**src/memPkg.sv**
```systemverilog
package memPkg;

    // Backing memory geometry
    localparam int memBytes   = 1024;
    localparam int addrWidth  = $clog2(memBytes);   // Byte address, 10 bits
    localparam int dataWidth  = 16;                 // One halfword
    localparam int memLatency = 10;                 // Delay stages in front of the array

    // Direct-mapped cache with one aligned halfword per line
    localparam int cacheLines = 16;
    localparam int idxWidth   = $clog2(cacheLines); // Index is addr[4:1]
    localparam int tagWidth   = addrWidth - idxWidth - 1; // Tag is addr[9:5]

    typedef enum logic [1:0] {
        opNone      = 2'd0,
        opLoad      = 2'd1,
        opStoreHalf = 2'd2,
        opStoreByte = 2'd3
    } memOp_t;

    // Request passed from stage to stage
    typedef struct packed {
        logic                 valid;
        memOp_t               op;
        logic [addrWidth-1:0] addr;
        logic [dataWidth-1:0] data;
    } memReq_t;

    // Completion travelling back toward the APB side
    typedef struct packed {
        logic                 valid;
        logic                 hit;
        logic [dataWidth-1:0] data;
    } memResp_t;

    // APB register map
    localparam logic [3:0] regCmd    = 4'h0;
    localparam logic [3:0] regResult = 4'h4;

    // Command word fields
    localparam int cmdOpLsb   = 30;   // op in 31:30
    localparam int cmdDataLsb = 10;   // data in 25:10
    localparam int cmdAddrLsb = 0;    // addr in 9:0

    // Result word fields
    localparam int resHitBit  = 16;
    localparam int resErrBit  = 17;

endpackage

```
**src/apbFrontend.sv**
```systemverilog
module apbFrontend (
    input  logic             clk,
    input  logic             rstn,
    input  logic             psel,
    input  logic             penable,
    input  logic             pwrite,
    input  logic [3:0]       paddr,
    input  logic [31:0]      pwdata,
    output logic [31:0]      prdata,
    output logic             pready,
    output logic             pslverr,
    output memPkg::memReq_t  req,
    input  memPkg::memResp_t resp
);

    typedef enum logic [1:0] {
        idle,
        waitResp,
        done
    } feState_t;

    feState_t state;
    feState_t nextState;

    memPkg::memOp_t                 cmdOp;
    memPkg::memOp_t                 pendOp;     // Op of the command in flight
    logic [memPkg::addrWidth-1:0]   cmdAddr;
    logic [memPkg::dataWidth-1:0]   cmdData;

    logic access;
    logic cmdWrite;
    logic resRead;
    logic badAccess;
    logic misaligned;
    logic issue;
    logic reject;

    // Result register
    logic                         resErr;
    logic                         resHit;
    logic [memPkg::dataWidth-1:0] resData;

    assign access    = psel && penable;
    assign cmdWrite  = access && pwrite && (paddr == memPkg::regCmd);
    assign resRead   = access && !pwrite && (paddr == memPkg::regResult);
    assign badAccess = access && !cmdWrite && !resRead;

    // Command word decode
    assign cmdOp   = memPkg::memOp_t'(pwdata[memPkg::cmdOpLsb +: 2]);
    assign cmdData = pwdata[memPkg::cmdDataLsb +: memPkg::dataWidth];
    assign cmdAddr = pwdata[memPkg::cmdAddrLsb +: memPkg::addrWidth];

    assign misaligned = cmdAddr[0] &&
                        ((cmdOp == memPkg::opLoad) || (cmdOp == memPkg::opStoreHalf));
    assign issue  = (state == idle) && cmdWrite && (cmdOp != memPkg::opNone) && !misaligned;
    assign reject = (state == idle) && cmdWrite && misaligned;

    always_comb begin
        req.valid = issue;      // One cycle, first access cycle only
        req.op    = cmdOp;
        req.addr  = cmdAddr;
        req.data  = cmdData;
    end

    // Everything except an issued command finishes in its first access cycle
    assign pready  = access && ((state == done) || ((state == idle) && !issue));
    assign pslverr = pready && (state == idle) && (badAccess || reject);

    always_comb begin
        prdata = '0;
        if (resRead) begin
            prdata[memPkg::resErrBit]           = resErr;
            prdata[memPkg::resHitBit]           = resHit;
            prdata[memPkg::dataWidth-1:0]       = resData;
        end
    end

    always_comb begin
        nextState = state;
        case (state)
            idle:     if (issue) nextState = waitResp;
            waitResp: if (resp.valid) nextState = done;
            done:     nextState = idle;  // pready is high here
            default:  nextState = idle;
        endcase
    end

    always_ff @(posedge clk or negedge rstn) begin
        if (!rstn) begin
            state <= idle;
        end else begin
            state <= nextState;
        end
    end

    always_ff @(posedge clk) begin
        if (issue) pendOp <= cmdOp;
    end

    always_ff @(posedge clk or negedge rstn) begin
        if (!rstn) begin
            resErr  <= 1'b0;
            resHit  <= 1'b0;
            resData <= '0;
        end else if (reject) begin
            resErr <= 1'b1;
        end else if ((state == idle) && cmdWrite && (cmdOp == memPkg::opNone)) begin
            resErr <= 1'b0;
        end else if ((state == waitResp) && resp.valid) begin
            resErr <= 1'b0;
            if (pendOp == memPkg::opLoad) begin   // Stores leave load data alone
                resHit  <= resp.hit;
                resData <= resp.data;
            end
        end
    end

endmodule

```
**config.mk**
```make
export PLATFORM = sky130hd
export DESIGN_NAME = apbFrontend
export DESIGN_NICKNAME = d
export VERILOG_FILES = /design/src/memPkg.sv /design/src/apbFrontend.sv
export SDC_FILE = /design/constraint.sdc
export NUM_CORES = 1
export LEC_CHECK = 0
export BUFFER_PORTS_ARGS = -buffer_cell sky130_fd_sc_hd__buf_2
export CAP_MARGIN = 15
export CORE_AREA = 2 2 65 67
export CTS_BUF_LIST = sky130_fd_sc_hd__clkbuf_8 sky130_fd_sc_hd__clkbuf_16
export DETAILED_ROUTE_END_ITERATION = 16
export DIE_AREA = 0 0 67 69
export PLACE_DENSITY = 0.76
export SLEW_MARGIN = 20
export SYNTH_ARGS = -nofsm -noshare
export SYNTH_HDL_FRONTEND = slang
export SYNTH_SLANG_ARGS = --single-unit
```
**constraint.sdc**
```tcl
create_clock -name clk -period 1.96 [get_ports clk]
set_clock_uncertainty 0.15 [all_clocks]
set_input_delay 0.294 -clock clk [delete_from_list [all_inputs] [get_ports clk]]
set_output_delay 0.294 -clock clk [all_outputs]
set_load 0.01 [all_outputs]
```
; ---- After elaboration in Yosys (flattened, before gate mapping)
; Cells that the tools add are included.
[classes]
n_eq_ne = 8
muxes = 7
n_bitwise = 2
n_reduce_logical = 33
[op_table]
columns = cell, count
row1 = 1-bit logical AND, 18
row2 = 18-bit 2-to-1 mux, 1
row3 = 2-bit by 1-bit == test with 1-bit output (second input constant), 3
row4 = 1-bit logical NOT, 5
row5 = 2-bit == test (second input constant), 2
row6 = 4-bit by 3-bit == test with 1-bit output (second input constant), 1
row7 = 2-bit logical NOT, 2
row8 = 4-bit logical NOT, 1
row9 = 2-bit 2-to-1 mux, 2
row10 = 2-bit != test (second input constant), 2
row11 = 2-bit case mux with 2 select lines, 1
row12 = 4-bit AND reduction, 1
row13 = 1-bit logical OR, 3
row14 = 1-bit 2-to-1 mux, 3
row15 = 3-bit nonzero test, 1
row16 = 1-bit NOT, 2
row17 = 2-bit AND reduction, 1
row18 = 2-bit nonzero test, 1
[word_totals]
reg_bits = 22
in_bits = 59
output_inout_bits = 63
elab_cells = 55

; ---- Longest topological paths before layout
; Gate-level depths: netlist (run 1).
[depth]
ltp_word = 12
ltp_mapped = 5
depth_no_buf = 5

; ---- Least setup slack after synthesis (run 1)
; Ideal clock, no wire load.
[synth_timing]
path_type = input to output
from = input pwdata[30]
to = output pslverr
t_arrival_ns = 1.492
required_time_ns = 1.516
setup_slack_ns = 0.024
path_stages = 5
path_buffers = 0
path_cell_list = inv_1 -> ha_1 -> and2_1 -> o21ai_0 -> a2111oi_0
[synth_between]
elab_chain_cells = 11
elab_cells_between_ends = 16
cone_classes = eq/ne (2) / reduce/logical (14)
[synth_lines]
columns = item, line
row1 = start: declaration, apbFrontend.sv:8  ; input logic [31:0] pwdata,
row2 = 2-bit by 1-bit == test with 1-bit output or 2-bit == test (tied branches), apbFrontend.sv:54  ; ((cmdOp == memPkg::opLoad) || (cmdOp == memPkg::opStoreHalf));
row3 = 1-bit logical OR, apbFrontend.sv:54
row4 = 1-bit logical AND, apbFrontend.sv:53  ; assign misaligned = cmdAddr[0] &&
row5 = 1-bit logical NOT, apbFrontend.sv:55  ; assign issue = (state == idle) && cmdWrite && (cmdOp != memPkg::opNone) && !misaligned;
row6 = 1-bit logical AND, apbFrontend.sv:55
row7 = 1-bit logical NOT, apbFrontend.sv:66  ; assign pready = access && ((state == done) || ((state == idle) && !issue));
row8 = 1-bit logical AND, apbFrontend.sv:66
row9 = 1-bit logical OR, apbFrontend.sv:66
row10 = 1-bit logical AND, apbFrontend.sv:66
row11 = 1-bit logical AND, apbFrontend.sv:67  ; assign pslverr = pready && (state == idle) && (badAccess || reject);
row12 = 1-bit logical AND *, apbFrontend.sv:67
row13 = end: declaration, apbFrontend.sv:11  ; output logic pslverr,
; Mark *: on every way between the ends. The rest lies on a longest branch, timed or not.

; ---- Final worst setup path (run 1)
[layout_timing]
from = input pwdata[31]
to = output pslverr
; Same word-level chain as after synthesis.

==> key figures, run 1 <==
Timing
  • Max Transition Viols Final: 0
  • Tmin final: 1.895 ns
  • TNS Setup: 0 ns
  • Max Freq: 0.5278 GHz
  • Crit share post-route: 96.66%
  • Fin Hold WS: 0.08520 ns
  • RSZ-0062 raised after global routing: no
  • Setup-failing EPs final: 0
  • Final hold vios: 0

Floorplanning
  • DIE AREA: 4623 um^2
  • Initial core utilization: 36.51%
  • Die Span Y: 69 um
  • # IOs: 122
  • Chip width: 67 um
  • Core ar.: 3914 um^2
  • Rows: 23

Yosys
  • Sequential-to-total area share from yosys stat: 39.23%
  • XOR/XNOR share of the synthesized area: 0%
  • Largest cells by area after synthesis: dfrtp_1 35%, buf_4 23%, mux2_2 13%
  • Most numerous cell in the Yosys netlist: buf_4
  • Most common flop cell mapped by yosys: dfrtp_1
  • Synth Area in Adders: 0.8757%
  • Synthesized area per cell: 10.82 um^2
  • Simple-gate share of the synthesized area: 17.34%
  • Largest family of logic cells by synthesized area: buffers and inverters
  • Cell accounting for the most synthesized area: dfrtp_1
  • Mux cell area share after synthesis: 13.40%
  • Compound-Gate Fraction of Synth Area: 3.853%
  • Seq cells post-synth: 22
  • Async S/R FF share, synth: 90.91%
  • Syn Inst Count: 132
  • Cell area after synthesis: 1429 um^2
  • EDFF count, synth: 2
  • Count of cell types in the netlist: 29
  • Most frequent cells after synthesis: 43 x buf_4, 20 x dfrtp_1, 19 x and2_1
  • Synth warn: 0
  • Post-synth top area share: 35.03%

Worst setup path
  • Setup CP Type: in -> out
  • Critical Path Sink Type: output pin
  • Crit path max fanout: 3
  • Required @ worst endpoint: 1.52 ns
  • Crit path DAT: 1.45 ns
  • CP startpoint kind: primary input

Placed design
  • Final Wtd Congestion: 0.7748
  • # placed instances: 207
  • Placed Area: 1518 um^2
  • IO buf count: 53
  • DP Wirelength: 1740 um

Final layout
  • Post-route insts no fill: 212
  • Fillers: 385
  • Area of the multi-input gates: 584.3 um^2
  • Nets: 223
  • Synth-to-layout area growth: 13.31%
  • Finished Cell Area: 1619 um^2
  • Register area: 560.5 um^2
  • Layout cell share with drive strength beyond 1: 53.70%
  • Ant diodes: 0

Clocking
  • Post-CTS Setup Inserts: 0
  • Max clock buf depth: 2
  • TritonCTS clock tree: yes
  • CTS Sinks: 22
  • Clock Tree Root: clkbuf_8
  • CTS Buf Count: 3
  • H-tree depth: 1
  • Clock-pin slew on the worst setup and hold paths: 0.07 ns
  • Clk_lat worst skew: 0.26 ns

Power and ir drop
  • Peak VDD IR: 0.0003695 V
  • Pwr Total: 943.3 uW
  • Leak: 0.9111 nW
  • Cell Pwr Density: 582.6 nW/um^2

Detailed routing
  • DRT iter0 DRCs: 10
  • DRT Pass-1 Iters: 2
  • Routed Antenna Nets: 0
  • DRC: 0
  • Via density: 4.401
  • DR WL/cell: 10.51 um
  • Detailed Route WL: 2228 um
  • Total number of vias: 933

GRT
  • First-pass GRT wire length: 3519 um
  • Total GRT Usage: 9.681%
  • GR Overflow Total: 0
  • Vias in the first global route: 849
  • Largest net degree at the start of global routing: 21
  • Initial antenna violation count: 0

Job
  • Max-cap violations: 0

Worst hold path
  • Min-delay worst type: in -> reg

Status
  • Status: finished, final reports clean
## worst max-delay path, cell delays in order
cell and delay, ns:
buf_2 0.09, inv_1 0.06, ha_4 0.27, and2_4 0.14
o21ai_2 0.05, a2111oi_2 0.35, buf_2 0.19
## cell families (layout without fill, tap and decap cells)
family	after synthesis	in the layout
adders and majority gates	1	1
muxes	17	17
other	1	14
AOI/OAI and AO/OA	7	7
and+or+nand+nor	35	35
buffers and inverters	49	66
DFF	22	22
## state kept, by name, indices dropped and copies added (netlist names)
| register | flops |
|---|---|
| resHit | 1 |
| pendOp | 2 |
| resErr | 1 |
| state | 2 |
| resData | 16 |
## path summary, 6_finish.rpt
path,from,endpoint,slack [ns],cells past startpoint
setup reg to reg,state[1],resData[7],0.29,4
hold / removal,pwdata[31],pendOp[1],0.09,1
hold reg to reg,resData[9],resData[9],0.35,1
max in group asynchronous,rstn,resData[15],0.99,2
min in group asynchronous,rstn,resData[12],0.37,2
setup / recovery,pwdata[31],pslverr,0.07,7
## cell usage in the layout, fill, tap and decap left out, drive strengths merged
cell         instances
a2111oi              1
a211oi               1
a21o                 1
a31o                 1
a32oi                1
and2                19
and4                 1
and4b                1
buf                 57
clkbuf               4
conb                14
dfrtp               20
dlygate4sd3          1
edfxtp               2
ha                   1
inv                  4
mux2                17
nand2                2
nand2b               2
nand3b               1
nand4                1
nor2                 3
nor3                 2
nor3b                1
nor4                 1
o21ai                1
o31a                 1
or3                  1
## metal layers
metal | vias to the layer above | global-route usage, % | share of wire (%)
met4 | 0 | 4.308 | 1.3
met2 | 42 | 17.82 | 50
li1 | 446 | - | -
met5 | - | 0 | 0
met1 | 441 | 9.761 | 40
met3 | 4 | 2.610 | 9.2
## power breakdown
| part | internal [mW] | leakage [nW] | total [mW] | switching (mW) |
|---|---|---|---|---|
| clock | 0.221 | 0.0339 | 0.359 | 0.138 |
| combinational | 0.0509 | 0.582 | 0.107 | 0.0562 |
| sequential | 0.472 | 0.295 | 0.477 | 0.00529 |
| total | 0.744 | 0.911 | 0.943 | 0.199 |
## area by class of cell
class | count | area share, %
Multi-Input combinational cell | 74 | 36.09
Tap cell | 50 | 3.864
Timing Repair Buffer | 58 | 20.40
Clock buffer | 4 | 4.096
Inverter | 4 | 0.9274
Sequential cell | 22 | 34.62
## stage by stage
step | utilization [%] | setup slack, ns
after floorplan | - | 0.02377
after global placement | 38.78 | -0.03561
after detailed placement | 38.78 | -0.03488
after CTS | 40.76 | 0.01328
after global routing | 41.37 | 0.001469
final | 41.37 | 0.06538
## timing repair
item	CTS	global route
gates resized for setup	1	6
hold endpoints to repair	20	0
hold buffers	1	0
setup endpoints to repair	1	8
pin swaps	1	2
Note: power is estimated with default switching activity, not from simulation.
==> run 2, diff against run 1 <==
--- a/config.mk
+++ b/config.mk
@@ -5,13 +5,17 @@
 export SDC_FILE = /design/constraint.sdc
 export NUM_CORES = 1
 export LEC_CHECK = 0
+export ABC_CLOCK_PERIOD_IN_PS = 1960
 export BUFFER_PORTS_ARGS = -buffer_cell sky130_fd_sc_hd__buf_2
 export CAP_MARGIN = 15
-export CORE_AREA = 2 2 65 67
+export CELL_PAD_IN_SITES_DETAIL_PLACEMENT = 1
+export CELL_PAD_IN_SITES_GLOBAL_PLACEMENT = 2
+export CORE_AREA = 2 2 88 90
 export CTS_BUF_LIST = sky130_fd_sc_hd__clkbuf_8 sky130_fd_sc_hd__clkbuf_16
 export DETAILED_ROUTE_END_ITERATION = 16
-export DIE_AREA = 0 0 67 69
-export PLACE_DENSITY = 0.76
+export DIE_AREA = 0 0 90 92
+export HOLD_SLACK_MARGIN = 0.06
+export PLACE_DENSITY = 0.77
 export SLEW_MARGIN = 20
 export SYNTH_ARGS = -nofsm -noshare
 export SYNTH_HDL_FRONTEND = slang
==> run 2 against run 1 <==
Core utilization shrank 18 points. Via count is 2.5% higher. Sequential share of layout area decreased by 2.3 points. Critical path depth is 1 higher. First-iteration DRC count is 100% higher. Non-clock buffer count rose by 5. Critical path type unchanged. Largest power group unchanged. Highest routed layer unchanged.
==> key figures, run 2 (synthesis results as in run 1) <==
Final layout
  • Fillers: 882 (was 385)
  • Largest registers: resData x16, pendOp x2, state x2 (unchanged)
  • Commonest non-fill, non-tap cell in the layout: buf_2 (unchanged)
  • Layout cell share with drive strength beyond 1: 55.09% (was 53.70%)
  • Max reg flops: 16 (unchanged)
  • Synth-to-layout area growth: 21.19% (was 13.31%)
  • Ant diodes: 0 (unchanged)
  • Most frequent cells in the layout: 52 x buf_2, 20 x dfrtp_1, 19 x and2_1, 17 x mux2_2, 14 x conb_1 (was 53 x buf_2, 20 x dfrtp_1, 18 x and2_1, 17 x mux2_2, 14 x conb_1)
  • Most flops, register: resData (unchanged)
  • Nets: 228 (was 223)

GRT
  • First-pass GRT wire length: 4947 um (was 3519 um)
  • Total GRT Usage: 7.422% (was 9.681%)
  • Largest net degree at the start of global routing: 21 (unchanged)
  • Vias in the first global route: 1,055 (was 849)
  • GR Overflow Total: 0 (unchanged)
  • Initial antenna violation count: 0 (unchanged)

Power and ir drop
  • Peak VDD IR: 0.0002035 V (was 0.0003695 V)
  • Psw: 215.7 uW (was 199.2 uW)
  • Sw Share: 22.31% (was 21.12%)
  • Clock Power Share: 38.5% (was 38.0%)
  • Cell Pwr Density: 558.4 nW/um^2 (was 582.6 nW/um^2)
  • Sequential share of power: 49.4% (was 50.6%)
  • Comb power frac: 12.1% (was 11.3%)
  • Leak: 0.9341 nW (was 0.9111 nW)
  • Internal cell power: 751.2 uW (was 744.1 uW)

Timing
  • Crit share post-route: 97.50% (was 96.66%)
  • Fin Hold WS: 0.1061 ns (was 0.08520 ns)
  • RSZ-0062 raised after global routing: yes (was no)
  • TNS Setup: 0 ns (unchanged)
  • Max Transition Viols Final: 0 (unchanged)
  • Max Freq: 0.5233 GHz (was 0.5278 GHz)
  • Worst setup margin: 0.04906 ns (was 0.06538 ns)
  • Setup-failing EPs final: 0 (unchanged)
  • Tmin final: 1.911 ns (was 1.895 ns)
  • Final hold vios: 0 (unchanged)

Placed design
  • IO buf count: 53 (unchanged)
  • Final Wtd Congestion: 0.6911 (was 0.7748)
  • Dpl ws: -0.08579 ns (was -0.03488 ns)
  • DP Wirelength: 2258 um (was 1740 um)

Worst setup path
  • Critical Path Sink Type: output pin (unchanged)
  • Setup CP Type: in -> out (unchanged)
  • Required @ worst endpoint: 1.52 ns (about the same)
  • R2r setup slk: 0.25 ns (was 0.29 ns)
  • Crit path max fanout: 2 (was 3)
  • Crit path DAT: 1.47 ns (was 1.45 ns)
  • CP startpoint kind: primary input (unchanged)

Detailed routing
  • Routed Antenna Nets: 0 (unchanged)
  • DRC: 0 (unchanged)
  • DRT Pass-1 Iters: 2 (unchanged)
  • Detailed Route WL: 2976 um (was 2228 um)
  • Via density: 3.554 (was 4.401)
  • DR WL/cell: 11.06 um (was 10.51 um)
  • Total number of vias: 956 (was 933)
  • DRT iter0 DRCs: 20 (was 10)

Floorplanning
  • Core ar.: 7447 um^2 (was 3914 um^2)
  • Initial core utilization: 19.19% (was 36.51%)
  • # IOs: 122 (unchanged)
  • Chip width: 90 um (was 67 um)
  • Rows: 32 (was 23)
  • Die Span Y: 92 um (was 69 um)
  • DIE AREA: 8280 um^2 (was 4623 um^2)

Clocking
  • CTS Sinks: 22 (unchanged)
  • Max clock buf depth: 2 (unchanged)
  • Clock-pin slew on the worst setup and hold paths: 0.09 ns (was 0.07 ns)
  • TritonCTS clock tree: yes (unchanged)
  • CTS Buf Count: 3 (unchanged)
  • Clk_lat worst skew: 0.26 ns (about the same)
  • H-tree depth: 1 (unchanged)
  • Clock Tree Root: clkbuf_8 (unchanged)

Status
  • Status: finished, final reports clean (unchanged)

Job
  • Max-cap violations: 0 (unchanged)

Worst hold path
  • Min-delay worst type: in -> reg (unchanged)
run 2: cell types whose count changed in the layout (fill, tap and decap cells not counted), sizes merged:
cell / change
buf: +5
run 2: worst paths after layout:
check                              endpoint  cells after the start         from
worst min register to register  resData[12]                      1  resData[12]
min in group asynchronous       resData[14]                      2         rstn
worst min-delay path             resData[5]                      2      resp[5]
max in group asynchronous       resData[10]                      2         rstn
worst max-delay path                 pready                      8   pwdata[31]
worst max register to register   resData[6]                      4     state[1]
run 2: layout make-up:
type	count	area [um^2]	area share (%)
Timing Repair Buffer	63	377.9	21.82
Inverter	4	15.01	0.8671
Tap cell	102	127.6	7.370
Clock buffer	4	66.31	3.829
Sequential cell	22	560.5	32.37
Multi-Input combinational cell	74	584.3	33.74
run 2: repair_timing:
action                     4_1_cts  5_1_grt
hold buffers                     1        0
setup buffers                    2        0
gates resized for setup          7        1
setup endpoints to repair        2       20
hold endpoints to repair        20        0
pin swaps                        4        3
run 2: worst max-delay path, cell delays in order:
cell and delay [ns]:
buf_2 0.11, inv_2 0.07, ha_4 0.20, buf_6 0.11
a21o_1 0.17, buf_4 0.14, o31a_1 0.23, buf_2 0.14
run 2: power by group through the flow:
stage          clock, mW  combinational (mW)  sequential, mW
2_1_floorplan          0               0.124           0.485
3_3_place_gp           0               0.104           0.486
3_5_place_dp           0               0.106           0.487
4_1_cts            0.395               0.117           0.478
5_1_grt            0.421               0.131           0.480
6_report           0.372               0.117           0.478
run 2: per-layer routing:
layer  wire length (um)  vias to the layer above  share of wire, %  GRT usage (%)
li1                   -                      450                 -              -
met1               1148                      457                39          7.485
met2               1589                       47                53          14.66
met3                215                        2               7.2          2.465
met4                 22                        0              0.74          1.667
met5                  0                        -                 0              0
run 2: stage by stage:
step                      instance area (um^2)  total power, mW  util (%)  std cells
after floorplan                           1478           0.6094         -        145
after global placement                    1605           0.5908     21.56        262
after detailed placement                  1605           0.5936     21.56        262
after CTS                                 1727           0.9905     23.19        269
after global routing                      1732            1.032     23.25        269
final                                     1732           0.9669     23.25        269
